**src/mc_bus_pkg.sv**
```systemverilog
// ####################
// Request/grant/rvalid bus types, same on instruction and data side
// ####################

`default_nettype none

package mc_bus_pkg;

  localparam int BUS_AW = 12;
  localparam int BUS_DW = 16;

  typedef struct packed {
    logic              req;
    logic              we;
    logic [BUS_AW-1:0] addr;
    logic [BUS_DW-1:0] wdata;
  } bus_req_t;

  typedef struct packed {
    logic              gnt;
    logic              rvalid;
    logic [BUS_DW-1:0] rdata;
    logic              err;
  } bus_rsp_t;

  // Master sequencing, one transaction in flight
  typedef enum logic [1:0] {
    BUS_IDLE,
    BUS_REQ,
    BUS_WAIT
  } bus_state_e;

endpackage

`default_nettype wire

```
**src/mc_core_pkg.sv**
```systemverilog
// ####################
// Core-side types for the mc accumulator core
// Opcodes, controller states, instruction and retirement layouts
// ####################

`default_nettype none

package mc_core_pkg;

  // Accumulator/data width and word address width
  localparam int XLEN = 16;
  localparam int ALEN = 12;

  // Codes 8 to 15 decode as illegal
  typedef enum logic [3:0] {
    OP_LDI  = 4'h0,
    OP_LD   = 4'h1,
    OP_ST   = 4'h2,
    OP_ADD  = 4'h3,
    OP_XORI = 4'h4,
    OP_BEQZ = 4'h5,
    OP_JMP  = 4'h6,
    OP_HALT = 4'h7
  } opcode_e;

  typedef struct packed {
    opcode_e         opcode;
    logic [ALEN-1:0] operand;
  } instr_t;

  typedef enum logic [2:0] {
    ST_IDLE,
    ST_FETCH,
    ST_EXEC,
    ST_MEM,
    ST_SLEEP,
    ST_FAULT
  } ctrl_state_e;

  // Accumulator value is the one after the instruction
  typedef struct packed {
    logic [ALEN-1:0] pc;
    instr_t          instr;
    logic [XLEN-1:0] acc;
  } retire_t;

endpackage

`default_nettype wire

```
**src/mc_controller.sv**
```systemverilog
// ####################
// Decode/execute FSM of the mc core
// Holds pc and accumulator, drives retirement, sleep and alerts
// ####################

`timescale 1ns/1ns
`default_nettype none

module mc_controller (
  input  logic                             clk_i,
  input  logic                             arst_n_i,
  input  logic                             fetch_enable_i,
  output logic                             fetch_start_o,
  output logic [mc_core_pkg::ALEN-1:0]     fetch_addr_o,
  input  logic                             fetch_done_i,
  input  logic [mc_core_pkg::XLEN-1:0]     fetch_instr_i,
  input  logic                             fetch_err_i,
  output logic                             mem_start_o,
  output logic                             mem_we_o,
  output logic [mc_core_pkg::ALEN-1:0]     mem_addr_o,
  output logic [mc_core_pkg::XLEN-1:0]     mem_wdata_o,
  input  logic                             mem_done_i,
  input  logic [mc_core_pkg::XLEN-1:0]     mem_rdata_i,
  input  logic                             mem_err_i,
  output logic                             retire_valid_o,
  output mc_core_pkg::retire_t             retire_o,
  output logic                             core_sleep_o,
  output logic                             alert_major_bus_o,
  output logic                             alert_illegal_o
);

  mc_core_pkg::ctrl_state_e        state_q;
  mc_core_pkg::ctrl_state_e        state_d;
  logic [mc_core_pkg::ALEN-1:0]    pc_q;
  logic [mc_core_pkg::ALEN-1:0]    pc_d;
  logic [mc_core_pkg::XLEN-1:0]    acc_q;
  logic [mc_core_pkg::XLEN-1:0]    acc_d;
  logic [mc_core_pkg::XLEN-1:0]    imm_ext;
  mc_core_pkg::instr_t             ir_q;
  mc_core_pkg::instr_t             cur_instr;
  mc_core_pkg::retire_t            retire_q;
  logic                            is_mem;
  logic                            is_halt;
  logic                            is_illegal;
  logic                            fetch_ok;
  logic                            fetch_bad;
  logic                            mem_ok;
  logic                            mem_bad;
  logic                            retire_d;
  logic                            retire_valid_q;
  logic                            sleep_q;
  logic                            alert_bus_q;
  logic                            alert_ill_q;

  // Decode straight from the bus on fetch_done, else from the held instruction
  assign cur_instr = (state_q == mc_core_pkg::ST_FETCH) ?
                     mc_core_pkg::instr_t'(fetch_instr_i) : ir_q;
  assign imm_ext   = mc_core_pkg::XLEN'(cur_instr.operand);

  always_comb begin
    acc_d      = acc_q;
    pc_d       = pc_q + mc_core_pkg::ALEN'(1);
    is_mem     = 1'b0;
    is_halt    = 1'b0;
    is_illegal = 1'b0;
    case (cur_instr.opcode)
      mc_core_pkg::OP_LDI:  acc_d = imm_ext;
      mc_core_pkg::OP_LD: begin
        is_mem = 1'b1;
        acc_d  = mem_rdata_i;
      end
      mc_core_pkg::OP_ST:   is_mem = 1'b1;
      // Wraps modulo 2^16
      mc_core_pkg::OP_ADD: begin
        is_mem = 1'b1;
        acc_d  = acc_q + mem_rdata_i;
      end
      mc_core_pkg::OP_XORI: acc_d = acc_q ^ imm_ext;
      mc_core_pkg::OP_BEQZ: begin
        if (acc_q == '0) begin
          pc_d = cur_instr.operand;
        end
      end
      mc_core_pkg::OP_JMP:  pc_d = cur_instr.operand;
      mc_core_pkg::OP_HALT: is_halt = 1'b1;
      default:              is_illegal = 1'b1;
    endcase
  end

  // Bus error wins over an illegal code read with it
  assign fetch_ok  = (state_q == mc_core_pkg::ST_FETCH) && fetch_done_i && !fetch_err_i;
  assign fetch_bad = (state_q == mc_core_pkg::ST_FETCH) && fetch_done_i && fetch_err_i;
  assign mem_ok    = (state_q == mc_core_pkg::ST_MEM) && mem_done_i && !mem_err_i;
  assign mem_bad   = (state_q == mc_core_pkg::ST_MEM) && mem_done_i && mem_err_i;
  assign retire_d  = (fetch_ok && !is_illegal && !is_mem) || mem_ok;

  always_comb begin
    state_d       = state_q;
    fetch_start_o = 1'b0;
    mem_start_o   = 1'b0;
    case (state_q)
      // Enable is only sampled ahead of a new fetch
      mc_core_pkg::ST_IDLE: begin
        if (fetch_enable_i) begin
          fetch_start_o = 1'b1;
          state_d       = mc_core_pkg::ST_FETCH;
        end
      end
      mc_core_pkg::ST_FETCH: begin
        if (fetch_bad || (fetch_ok && is_illegal)) begin
          state_d = mc_core_pkg::ST_FAULT;
        end else if (fetch_ok && is_mem) begin
          state_d = mc_core_pkg::ST_EXEC;
        end else if (fetch_ok && is_halt) begin
          state_d = mc_core_pkg::ST_SLEEP;
        end else if (fetch_ok) begin
          state_d = mc_core_pkg::ST_IDLE;
        end
      end
      // One cycle to launch the data access
      mc_core_pkg::ST_EXEC: begin
        mem_start_o = 1'b1;
        state_d     = mc_core_pkg::ST_MEM;
      end
      mc_core_pkg::ST_MEM: begin
        if (mem_bad) begin
          state_d = mc_core_pkg::ST_FAULT;
        end else if (mem_ok) begin
          state_d = mc_core_pkg::ST_IDLE;
        end
      end
      mc_core_pkg::ST_SLEEP: state_d = mc_core_pkg::ST_SLEEP;
      default:               state_d = mc_core_pkg::ST_FAULT;
    endcase
  end

  always_ff @(posedge clk_i or negedge arst_n_i) begin
    if (!arst_n_i) begin
      state_q        <= mc_core_pkg::ST_IDLE;
      pc_q           <= '0;
      acc_q          <= '0;
      retire_valid_q <= 1'b0;
      sleep_q        <= 1'b0;
      alert_bus_q    <= 1'b0;
      alert_ill_q    <= 1'b0;
    end else begin
      state_q        <= state_d;
      retire_valid_q <= retire_d;
      if (retire_d) begin
        pc_q  <= pc_d;
        acc_q <= acc_d;
      end
      // Sticky levels, cleared by reset only
      if (retire_d && is_halt) begin
        sleep_q <= 1'b1;
      end
      if (fetch_bad || mem_bad) begin
        alert_bus_q <= 1'b1;
      end
      if (fetch_ok && is_illegal) begin
        alert_ill_q <= 1'b1;
      end
    end
  end

  always_ff @(posedge clk_i) begin
    if (fetch_ok) begin
      ir_q <= cur_instr;
    end
    if (retire_d) begin
      retire_q <= '{pc: pc_q, instr: cur_instr, acc: acc_d};
    end
  end

  assign fetch_addr_o      = pc_q;
  assign mem_we_o          = (ir_q.opcode == mc_core_pkg::OP_ST);
  assign mem_addr_o        = ir_q.operand;
  assign mem_wdata_o       = acc_q;
  assign retire_valid_o    = retire_valid_q;
  assign retire_o          = retire_q;
  assign core_sleep_o      = sleep_q;
  assign alert_major_bus_o = alert_bus_q;
  assign alert_illegal_o   = alert_ill_q;

endmodule

`default_nettype wire

```
**src/mc_core_top.sv**
```systemverilog
// ####################
// mc core top, fetch unit, load/store unit and controller
// Instruction and data buses leave here unchanged
// ####################

`timescale 1ns/1ns
`default_nettype none

module mc_core_top (
  input  logic                 clk_i,
  input  logic                 arst_n_i,
  input  logic                 fetch_enable_i,
  output mc_bus_pkg::bus_req_t instr_req_o,
  input  mc_bus_pkg::bus_rsp_t instr_rsp_i,
  output mc_bus_pkg::bus_req_t data_req_o,
  input  mc_bus_pkg::bus_rsp_t data_rsp_i,
  output logic                 retire_valid_o,
  output mc_core_pkg::retire_t retire_o,
  output logic                 core_sleep_o,
  output logic                 alert_major_bus_o,
  output logic                 alert_illegal_o
);

  // Controller to fetch unit
  logic                         fetch_start;
  logic [mc_core_pkg::ALEN-1:0] fetch_addr;
  logic                         fetch_done;
  logic [mc_core_pkg::XLEN-1:0] fetch_instr;
  logic                         fetch_err;

  // Controller to load/store unit
  logic                         mem_start;
  logic                         mem_we;
  logic [mc_core_pkg::ALEN-1:0] mem_addr;
  logic [mc_core_pkg::XLEN-1:0] mem_wdata;
  logic                         mem_done;
  logic [mc_core_pkg::XLEN-1:0] mem_rdata;
  logic                         mem_err;

  mc_fetch u_fetch (
    .clk_i         (clk_i      ),
    .arst_n_i      (arst_n_i   ),
    .fetch_start_i (fetch_start),
    .fetch_addr_i  (fetch_addr ),
    .instr_req_o   (instr_req_o),
    .instr_rsp_i   (instr_rsp_i),
    .fetch_done_o  (fetch_done ),
    .fetch_instr_o (fetch_instr),
    .fetch_err_o   (fetch_err  )
  );

  mc_lsu u_lsu (
    .clk_i       (clk_i     ),
    .arst_n_i    (arst_n_i  ),
    .mem_start_i (mem_start ),
    .mem_we_i    (mem_we    ),
    .mem_addr_i  (mem_addr  ),
    .mem_wdata_i (mem_wdata ),
    .data_req_o  (data_req_o),
    .data_rsp_i  (data_rsp_i),
    .mem_done_o  (mem_done  ),
    .mem_rdata_o (mem_rdata ),
    .mem_err_o   (mem_err   )
  );

  mc_controller u_ctrl (
    .clk_i             (clk_i            ),
    .arst_n_i          (arst_n_i         ),
    .fetch_enable_i    (fetch_enable_i   ),
    .fetch_start_o     (fetch_start      ),
    .fetch_addr_o      (fetch_addr       ),
    .fetch_done_i      (fetch_done       ),
    .fetch_instr_i     (fetch_instr      ),
    .fetch_err_i       (fetch_err        ),
    .mem_start_o       (mem_start        ),
    .mem_we_o          (mem_we           ),
    .mem_addr_o        (mem_addr         ),
    .mem_wdata_o       (mem_wdata        ),
    .mem_done_i        (mem_done         ),
    .mem_rdata_i       (mem_rdata        ),
    .mem_err_i         (mem_err          ),
    .retire_valid_o    (retire_valid_o   ),
    .retire_o          (retire_o         ),
    .core_sleep_o      (core_sleep_o     ),
    .alert_major_bus_o (alert_major_bus_o),
    .alert_illegal_o   (alert_illegal_o  )
  );

endmodule

`default_nettype wire

```
**src/mc_fetch.sv**
```systemverilog
// ####################
// Instruction bus master, one fetch per start pulse from the controller
// ####################

`timescale 1ns/1ns
`default_nettype none

module mc_fetch (
  input  logic                          clk_i,
  input  logic                          arst_n_i,
  input  logic                          fetch_start_i,
  input  logic [mc_bus_pkg::BUS_AW-1:0] fetch_addr_i,
  output mc_bus_pkg::bus_req_t          instr_req_o,
  input  mc_bus_pkg::bus_rsp_t          instr_rsp_i,
  output logic                          fetch_done_o,
  output logic [mc_bus_pkg::BUS_DW-1:0] fetch_instr_o,
  output logic                          fetch_err_o
);

  mc_bus_pkg::bus_state_e        state_q;
  mc_bus_pkg::bus_state_e        state_d;
  logic [mc_bus_pkg::BUS_AW-1:0] addr_q;
  logic [mc_bus_pkg::BUS_DW-1:0] rdata_q;
  logic                          err_q;
  logic                          done_q;
  logic                          rsp_seen;

  assign rsp_seen = (state_q == mc_bus_pkg::BUS_WAIT) && instr_rsp_i.rvalid;

  always_comb begin
    state_d = state_q;
    case (state_q)
      mc_bus_pkg::BUS_IDLE: begin
        if (fetch_start_i) begin
          state_d = mc_bus_pkg::BUS_REQ;
        end
      end
      // Hold req until the grant cycle
      mc_bus_pkg::BUS_REQ: begin
        if (instr_rsp_i.gnt) begin
          state_d = mc_bus_pkg::BUS_WAIT;
        end
      end
      mc_bus_pkg::BUS_WAIT: begin
        if (instr_rsp_i.rvalid) begin
          state_d = mc_bus_pkg::BUS_IDLE;
        end
      end
      default: state_d = mc_bus_pkg::BUS_IDLE;
    endcase
  end

  always_ff @(posedge clk_i or negedge arst_n_i) begin
    if (!arst_n_i) begin
      state_q <= mc_bus_pkg::BUS_IDLE;
      done_q  <= 1'b0;
    end else begin
      state_q <= state_d;
      done_q  <= rsp_seen;
    end
  end

  always_ff @(posedge clk_i) begin
    if ((state_q == mc_bus_pkg::BUS_IDLE) && fetch_start_i) begin
      addr_q <= fetch_addr_i;
    end
    if (rsp_seen) begin
      rdata_q <= instr_rsp_i.rdata;
      err_q   <= instr_rsp_i.err;
    end
  end

  // Read-only bus, we and wdata tied low
  always_comb begin
    instr_req_o      = '0;
    instr_req_o.req  = (state_q == mc_bus_pkg::BUS_REQ);
    instr_req_o.addr = addr_q;
  end

  assign fetch_done_o  = done_q;
  assign fetch_instr_o = rdata_q;
  assign fetch_err_o   = err_q;

endmodule

`default_nettype wire

```
**src/mc_lsu.sv**
```systemverilog
// ####################
// Data bus master for loads and stores issued by the controller
// ####################

`timescale 1ns/1ns
`default_nettype none

module mc_lsu (
  input  logic                          clk_i,
  input  logic                          arst_n_i,
  input  logic                          mem_start_i,
  input  logic                          mem_we_i,
  input  logic [mc_bus_pkg::BUS_AW-1:0] mem_addr_i,
  input  logic [mc_bus_pkg::BUS_DW-1:0] mem_wdata_i,
  output mc_bus_pkg::bus_req_t          data_req_o,
  input  mc_bus_pkg::bus_rsp_t          data_rsp_i,
  output logic                          mem_done_o,
  output logic [mc_bus_pkg::BUS_DW-1:0] mem_rdata_o,
  output logic                          mem_err_o
);

  mc_bus_pkg::bus_state_e state_q;
  mc_bus_pkg::bus_state_e state_d;
  mc_bus_pkg::bus_req_t   req_q;
  logic                   done_q;
  logic                   rsp_seen;
  logic [mc_bus_pkg::BUS_DW-1:0] rdata_q;
  logic                   err_q;

  assign rsp_seen = (state_q == mc_bus_pkg::BUS_WAIT) && data_rsp_i.rvalid;

  always_comb begin
    state_d = state_q;
    case (state_q)
      mc_bus_pkg::BUS_IDLE: if (mem_start_i) state_d = mc_bus_pkg::BUS_REQ;
      mc_bus_pkg::BUS_REQ:  if (data_rsp_i.gnt) state_d = mc_bus_pkg::BUS_WAIT;
      // Stores wait for rvalid too, it carries err
      mc_bus_pkg::BUS_WAIT: if (data_rsp_i.rvalid) state_d = mc_bus_pkg::BUS_IDLE;
      default:              state_d = mc_bus_pkg::BUS_IDLE;
    endcase
  end

  always_ff @(posedge clk_i or negedge arst_n_i) begin
    if (!arst_n_i) begin
      state_q <= mc_bus_pkg::BUS_IDLE;
      done_q  <= 1'b0;
    end else begin
      state_q <= state_d;
      done_q  <= rsp_seen;
    end
  end

  // Address, write enable and write data captured together
  always_ff @(posedge clk_i) begin
    if ((state_q == mc_bus_pkg::BUS_IDLE) && mem_start_i) begin
      req_q <= '{req: 1'b0, we: mem_we_i, addr: mem_addr_i, wdata: mem_wdata_i};
    end
    if (rsp_seen) begin
      rdata_q <= data_rsp_i.rdata;
      err_q   <= data_rsp_i.err;
    end
  end

  always_comb begin
    data_req_o     = req_q;
    data_req_o.req = (state_q == mc_bus_pkg::BUS_REQ);
  end

  assign mem_done_o  = done_q;
  assign mem_rdata_o = rdata_q;
  assign mem_err_o   = err_q;

endmodule

`default_nettype wire

```
**config.mk**
```make
export PLATFORM = sky130hd
export DESIGN_NAME = mc_core_top
export DESIGN_NICKNAME = d
export VERILOG_FILES = /design/src/mc_bus_pkg.sv /design/src/mc_core_pkg.sv /design/src/mc_controller.sv /design/src/mc_core_top.sv /design/src/mc_fetch.sv /design/src/mc_lsu.sv
export SDC_FILE = /design/constraint.sdc
export NUM_CORES = 1
export LEC_CHECK = 0
export BUFFER_PORTS_ARGS = -buffer_cell sky130_fd_sc_hd__buf_2
export CAP_MARGIN = 25
export CELL_PAD_IN_SITES_DETAIL_PLACEMENT = 1
export CELL_PAD_IN_SITES_GLOBAL_PLACEMENT = 1
export CORE_AREA = 3 3 159 223
export DETAILED_ROUTE_END_ITERATION = 7
export DIE_AREA = 0 0 162 226
export GPL_TIMING_DRIVEN = 0
export PLACE_DENSITY_LB_ADDON = 0.12
export SYNTH_ARGS = -nofsm -noshare
export SYNTH_HDL_FRONTEND = slang
export SYNTH_HIERARCHICAL = 1
export SYNTH_SLANG_ARGS = --single-unit
export TNS_END_PERCENT = 1
```
**constraint.sdc**
```tcl
create_clock -name clk_i -period 7.93 [get_ports clk_i]
set_clock_uncertainty 0.05 [all_clocks]
set_input_delay 1.1895 -clock clk_i [delete_from_list [all_inputs] [get_ports clk_i]]
set_output_delay 1.1895 -clock clk_i [all_outputs]
set_load 0.02 [all_outputs]
```
Word level (Yosys, flattened, before mapping)
Index checks and enable logic that the tools add are counted.
Storage, ports and cells
  register bits after elaboration: 176
  logic and storage cells: 111
  output and inout bits: 108
Cells by class
  equal/unequal tests: 25
  reductions and logical operators: 32
  bitwise operators: 1
  mux-type cells: 26
  $add $sub $neg: 2
Operators by type and width (number)
  case mux 16 bit (4 select lines): 1
  case mux 12 bit (2 select lines): 1
  2-to-1 mux 3 bit: 7
  adder 16 bit: 1
  == test 4 x 3 -> 1 bit (second input constant): 4
  logical AND 1 bit: 16
  logical NOT 16 bit: 1
  2-to-1 mux 16 bit: 1
  XOR 16 x 12 -> 16 bit: 1
  case mux 3 bit (5 select lines): 1
  adder 12 x 1 -> 12 bit (second input constant): 1
  == test 4 x 2 -> 1 bit (second input constant): 3
  2-to-1 mux 12 bit: 1
  2-to-1 mux 2 bit: 6
  case mux 2 bit (3 select lines): 2
  AND reduction 3 bit: 3
  inequality test 2 x 1 -> 1 bit (second input constant): 4
  OR reduction 8 bit: 1
  == test 3 x 2 -> 1 bit (second input constant): 2
  2-to-1 mux 1 bit: 6
  inequality test 2 bit (second input constant): 3
  inequality test 5 x 4 -> 1 bit (second input constant): 1
  == test 2 x 1 -> 1 bit (second input constant): 2
  == test 2 bit (second input constant): 2
  other kinds (10): 15

Longest topological paths before layout
  depth after elaboration: 9
  gate-level depth with buffers: 10
  gate-level depth less buffers: 9

Cells and area by module
The synthesis kept the hierarchy.
Modules (own cells, without submodules)
  mc_controller: instances 1, cells each 561, sequential area each 2677.6 um^2, area each 5709.2 um^2
  mc_lsu: instances 1, cells each 58, sequential area each 1456.4 um^2, area each 1524.0 um^2
  mc_fetch: instances 1, cells each 59, sequential area each 945.9 um^2, area each 1144.8 um^2

Least setup slack after synthesis
No wires, ideal clock.
  path type: flip-flop to flip-flop
  from: reg u_ctrl.state_q[2]
  to: reg u_lsu.req_q (netlist bit u_lsu/data_req_o[0]) (enable)
  data required time: 7.423 ns
  cell stages (with the launch flop): 5
  setup time: 0.457 ns
  arrival time: 2.973 ns
  period minus slack after synthesis: 3.480 ns
  slack: 4.450 ns
  path through: dfrtp_1 buf_6 nand2b_1 nor2_1 nor3b_1
On the way
  longest elaborated chain between the ends: 3
Ends and longest elaborated chain
  start: declaration: RTL line mc_controller.sv:32  | mc_core_pkg::ctrl_state_e state_q;
  start signal: assignment: RTL line mc_controller.sv:139  | state_q <= mc_core_pkg::ST_IDLE;
  start signal: assignment: RTL line mc_controller.sv:147  | state_q <= state_d;
  == test 3 x 2 -> 1 bit: RTL line mc_controller.sv:101  | case (state_q)
  2-to-1 mux 1 bit: RTL line mc_controller.sv:101
  named net mem_start: RTL line mc_core_top.sv:32  | logic mem_start;
  logical AND 1 bit: RTL line mc_lsu.sv:55  | if ((state_q == mc_bus_pkg::BUS_IDLE) && mem_start_i) begin
  end signal: assignment: RTL line mc_lsu.sv:56  | req_q <= '{req: 1'b0, we: mem_we_i, addr: mem_addr_i, wdata: mem_wdata_i};
  end: declaration: RTL line mc_lsu.sv:24  | mc_bus_pkg::bus_req_t req_q;
The timed path passes the listed nets, and every way through them passes these cells.
A chain may end at the register's enable or synchronous reset.

Worst setup path after layout
  from: reg u_ctrl.acc_q (netlist bit u_ctrl/mem_wdata_o[0])
  to: reg u_ctrl.retire_q (netlist bit u_ctrl/retire_o[10]), data pin
On the way
  longest elaborated chain between the ends: 2
Ends and longest elaborated chain
  start: declaration: RTL line mc_controller.sv:36  | logic [mc_core_pkg::XLEN-1:0] acc_q;
  start signal: assignment: RTL line mc_controller.sv:141  | acc_q <= '0;
  start signal: assignment: RTL line mc_controller.sv:151  | acc_q <= acc_d;
  adder 16 bit: RTL line mc_controller.sv:76  | acc_d = acc_q + mem_rdata_i;
  case mux 16 bit (4 select lines): RTL line mc_controller.sv:66  | case (cur_instr.opcode)
  named net u_ctrl.acc_d, one bit: RTL line mc_controller.sv:37  | logic [mc_core_pkg::XLEN-1:0] acc_d;
  end signal: assignment: RTL line mc_controller.sv:171  | retire_q <= '{pc: pc_q, instr: cur_instr, acc: acc_d};
  end: declaration: RTL line mc_controller.sv:41  | mc_core_pkg::retire_t retire_q;
The timed path passes the listed nets, and every way through them passes these cells.

==> impl_metrics.csv <==
group,metric,value,unit
logic_synthesis,synth_compound_area_share,14.3,%
critical_path,worstSetupPathType,"flop to flop",
critical_path,reg2reg_from,"u_ctrl/mem_wdata_o[0]",
logic_synthesis,yosysMostFrequentCell,"edfxtp_1",
logic_synthesis,synthAdderAreaFrac,2.63,%
layout,drive_gt1_share,29.9,%
clock_network,cts_buffer_depth,2,
critical_path,start_kind,"flop",
clock_network,clkLatencyLatePin,450,ps
route,dr.pass1.iters,4,
sta,worstMarginPinSlew,929,ps
critical_path,reg2regPathDepth,9,
logic_synthesis,yosysTopAreaCell,"edfxtp_1",
logic_synthesis,ys.flop_type,"edfxtp_1",
sta,finalMaxSlewViolations,0,
global_routing,grt_max_degree,55,
global_routing,grt_first_pass_wirelength,40.8,mm
clock_network,cts_root_buffer,"clkbuf_16",
logic_synthesis,ys_ff_latch,176,
route,vias,6056,
place,portBuffers,131,
floorplan,initial_core_util,25.1,%
logic_synthesis,yosys-top-cells-count,"edfxtp_1 (135), nand2_1 (68), o21ai_0 (50)",
sta,slew_headroom,36.4,%
clock_network,htreeDepth,4,
sta,hold_viol_final,0,
logic_synthesis,yosysUniqueCellTypes,81,
route,wl,27.5,mm
logic_synthesis,synth_xor_area_share,0.941,%
route,antenna_left,0,
sta,fmax,313,MHz
critical_path,crit_required,8060,ps
layout,postLayoutCoreUtil,31.1,%
route,wl_per_cell,21.0,µm
logic_synthesis,synthSimpleGateAreaFrac,12.5,%
global_routing,grtUsageTotal,15.2,%
logic_synthesis,yosysTopAreaCellShare,48.4,%
global_routing,grt_overflow,0,
route,drc,0,
floorplan,rows,79,
logic_synthesis,synth_top_family_by_area,"compound AO/OA/AOI/OAI gates",
min_path,hold_path.startpoint,"u_ctrl/alert_illegal_o",
power,power_density,277,nW/µm²
floorplan,die_x,162,µm
place,dp_worst_setup_slack,4660,ps
clock_network,cts_tree,"built",
place,dpl.hpwl,20.8,mm
route,first_iter_violations,317,
logic_synthesis,synth-async-reset-ratio,23.3,%
clock_network,hold_buffers,0,
logic_synthesis,synth_mux_area_share,3.24,%
floorplan,die_area,36600,µm²
sta,worst_slack,4730,ps
sta,period_share,40.3,%
status,status,"completed",
global_routing,antenna_found_initial,0,
min_path,hold_path_class,"flop to flop",
layout,final-instance-count-excl-fill,1310,
layout,diodes,0,
floorplan,ioPinCount,149,
logic_synthesis,netlist_area,8380,µm²
layout,area_growth,24.1,%
logic_synthesis,netlist_instances,678,
sta,setup_viol,0,
logic_synthesis,yosysSeqAreaShare,60.6,%
sta,min_period,3200,ps
min_path,min_path_cells,1,
logic_synthesis,synthTopCellsByArea,"edfxtp_1 (48%), dfrtp_1 (12%), buf_4 (3.2%)",
clock_network,cts_buffers,17,
sta,final.setup.tns,0,ps
floorplan,design.core.area,33400,µm²
place,gp_congestion,0.821,
clock_network,clkSlewWorstSetupHoldPaths,70,ps
logic_synthesis,ys_warn_count,6,
layout,num-nets-final,910,
critical_path,crit_path_max_fanout,6,
clock_network,post_cts_resize_count,0,
floorplan,die_h,226,µm
logic_synthesis,synth_edf_count,135,
critical_path,critPathLaunch,"u_ctrl/mem_wdata_o[0]",
job,maxCapViolCount,0,
critical_path,cp-end-kind,"flop",
route,vias_per_cell,4.62,
power,ir_drop,118,µV
layout,fill_cells,3740,
power,p_leak,4.10,nW
critical_path,arrival,3330,ps
clock_network,clkSinkCount,176,
logic_synthesis,syn_avg_cell_area,12.4,µm²
sta,grt_setup_unrepaired,"false",
clock_network,postCtsSetupRepairBufs,0,
global_routing,grt_pass1_vias,6332,
place,dp.cells,1278,
## cell type report
class / instances / area, µm² / area share, %
clock inverters: 13 / 160 / 1.54
well taps: 445 / 557 / 5.36
inverters: 21 / 81.3 / 0.782
flip-flops and latches: 176 / 5080 / 48.9
multi-input cells: 440 / 2900 / 27.9
plain buffers: 57 / 393 / 3.78
clock buffers: 19 / 443 / 4.26
repair buffers: 139 / 778 / 7.49
## critical path, cell delays in order (launching register included)
cell and delay [ps]:
dfrtp_1 470, ha_1 220, inv_1 60, fa_1 370, nand2b_1 220, a2111oi_0 830, nor3_1 130, xnor2_1 170
a221oi_1 300, nand2_1 140
## cell families (layout without fill, tap and decap cells)
logic type               count (synthesis)  count (layout)
AO/OA/AOI/OAI                          177             177
XOR/XNOR                                 9               9
other                                    1              17
AND/OR/NAND/NOR                        196             196
multiplexers                            24              24
flip-flops                             176             176
buffers and inverters                   78             249
adder cells (fa/ha/maj)                 17              17
## worst paths after layout
| check | end | slack, ps |
|---|---|---|
| max in group asynchronous | u_ctrl/alert_illegal_o | 6610 |
| min in group asynchronous | u_ctrl/fetch_addr_o[0] | 670 |
| worst max-delay path | u_ctrl/retire_o[10] | 4730 |
| worst max register to register | u_ctrl/retire_o[10] | 4730 |
| worst min-delay path | u_ctrl/alert_illegal_o | 410 |
| worst min register to register | u_ctrl/alert_illegal_o | 410 |
## routing by layer
layer / vias up / routed length, µm / GRT usage [%]
met5: - / 0 / 0
met4: 0 / 508 / 4.76
met3: 26 / 983 / 2.66
met2: 136 / 14900 / 28.4
met1: 3034 / 11000 / 17.6
li1: 2860 / - / -
## state kept, by name (all words and copies together), names as in the netlist
| signal | flops |
|---|---|
| u_ctrl/alert_illegal_o | 1 |
| u_ctrl/retire_valid_o | 1 |
| u_lsu/mem_err_o | 1 |
| u_lsu/state_q | 2 |
| u_ctrl/core_sleep_o | 1 |
| u_fetch/fetch_instr_o | 16 |
| u_ctrl/ir_q | 4 |
| u_lsu/mem_rdata_o | 16 |
| u_fetch/fetch_done_o | 1 |
| u_lsu/mem_done_o | 1 |
| u_lsu/data_req_o | 29 |
| u_ctrl/state_q | 3 |
| u_ctrl/mem_wdata_o | 16 |
| u_fetch/state_q | 2 |
| u_ctrl/retire_o | 44 |
| u_ctrl/fetch_addr_o | 12 |
| u_fetch/addr_q | 12 |
| u_fetch/fetch_err_o | 1 |
| u_ctrl/mem_addr_o | 12 |
| u_ctrl/alert_major_bus_o | 1 |
## report_power, final
| group | internal, mW | switching, mW | total (mW) |
|---|---|---|---|
| logic | 0.288 | 0.541 | 0.829 |
| registers | 1.09 | 0.0730 | 1.17 |
| clock network | 0.504 | 0.376 | 0.880 |
| total | 1.89 | 0.990 | 2.88 |
## placed cells by master, fill, tap and decap left out, types with 10 or more instances in the layout
cell type / Yosys / routed
buf_4: 36 / 37
a211oi_1: 11 / 11
clkbuf_16: 0 / 17
buf_2: 8 / 138
ha_1: 16 / 16
edfxtp_1: 135 / 135
dfrtp_1: 41 / 41
inv_1: 18 / 18
nor2_1: 30 / 28
conb_1: 1 / 17
nor3_1: 14 / 14
mux2i_1: 14 / 14
nand2_1: 68 / 68
nor4_1: 10 / 10
a21oi_1: 37 / 37
o21ai_0: 50 / 50
## stage by stage
stage,total power [mW],hold WS [ps],cell area [µm²]
after global routing,3.03,422,10400
after CTS,2.93,408,10400
final,2.88,406,10400
after floorplan,1.71,419,8440
after detailed placement,2.03,393,9790
after global placement,2.02,389,9650
No activity file was read; power rests on OpenSTA's default activity.
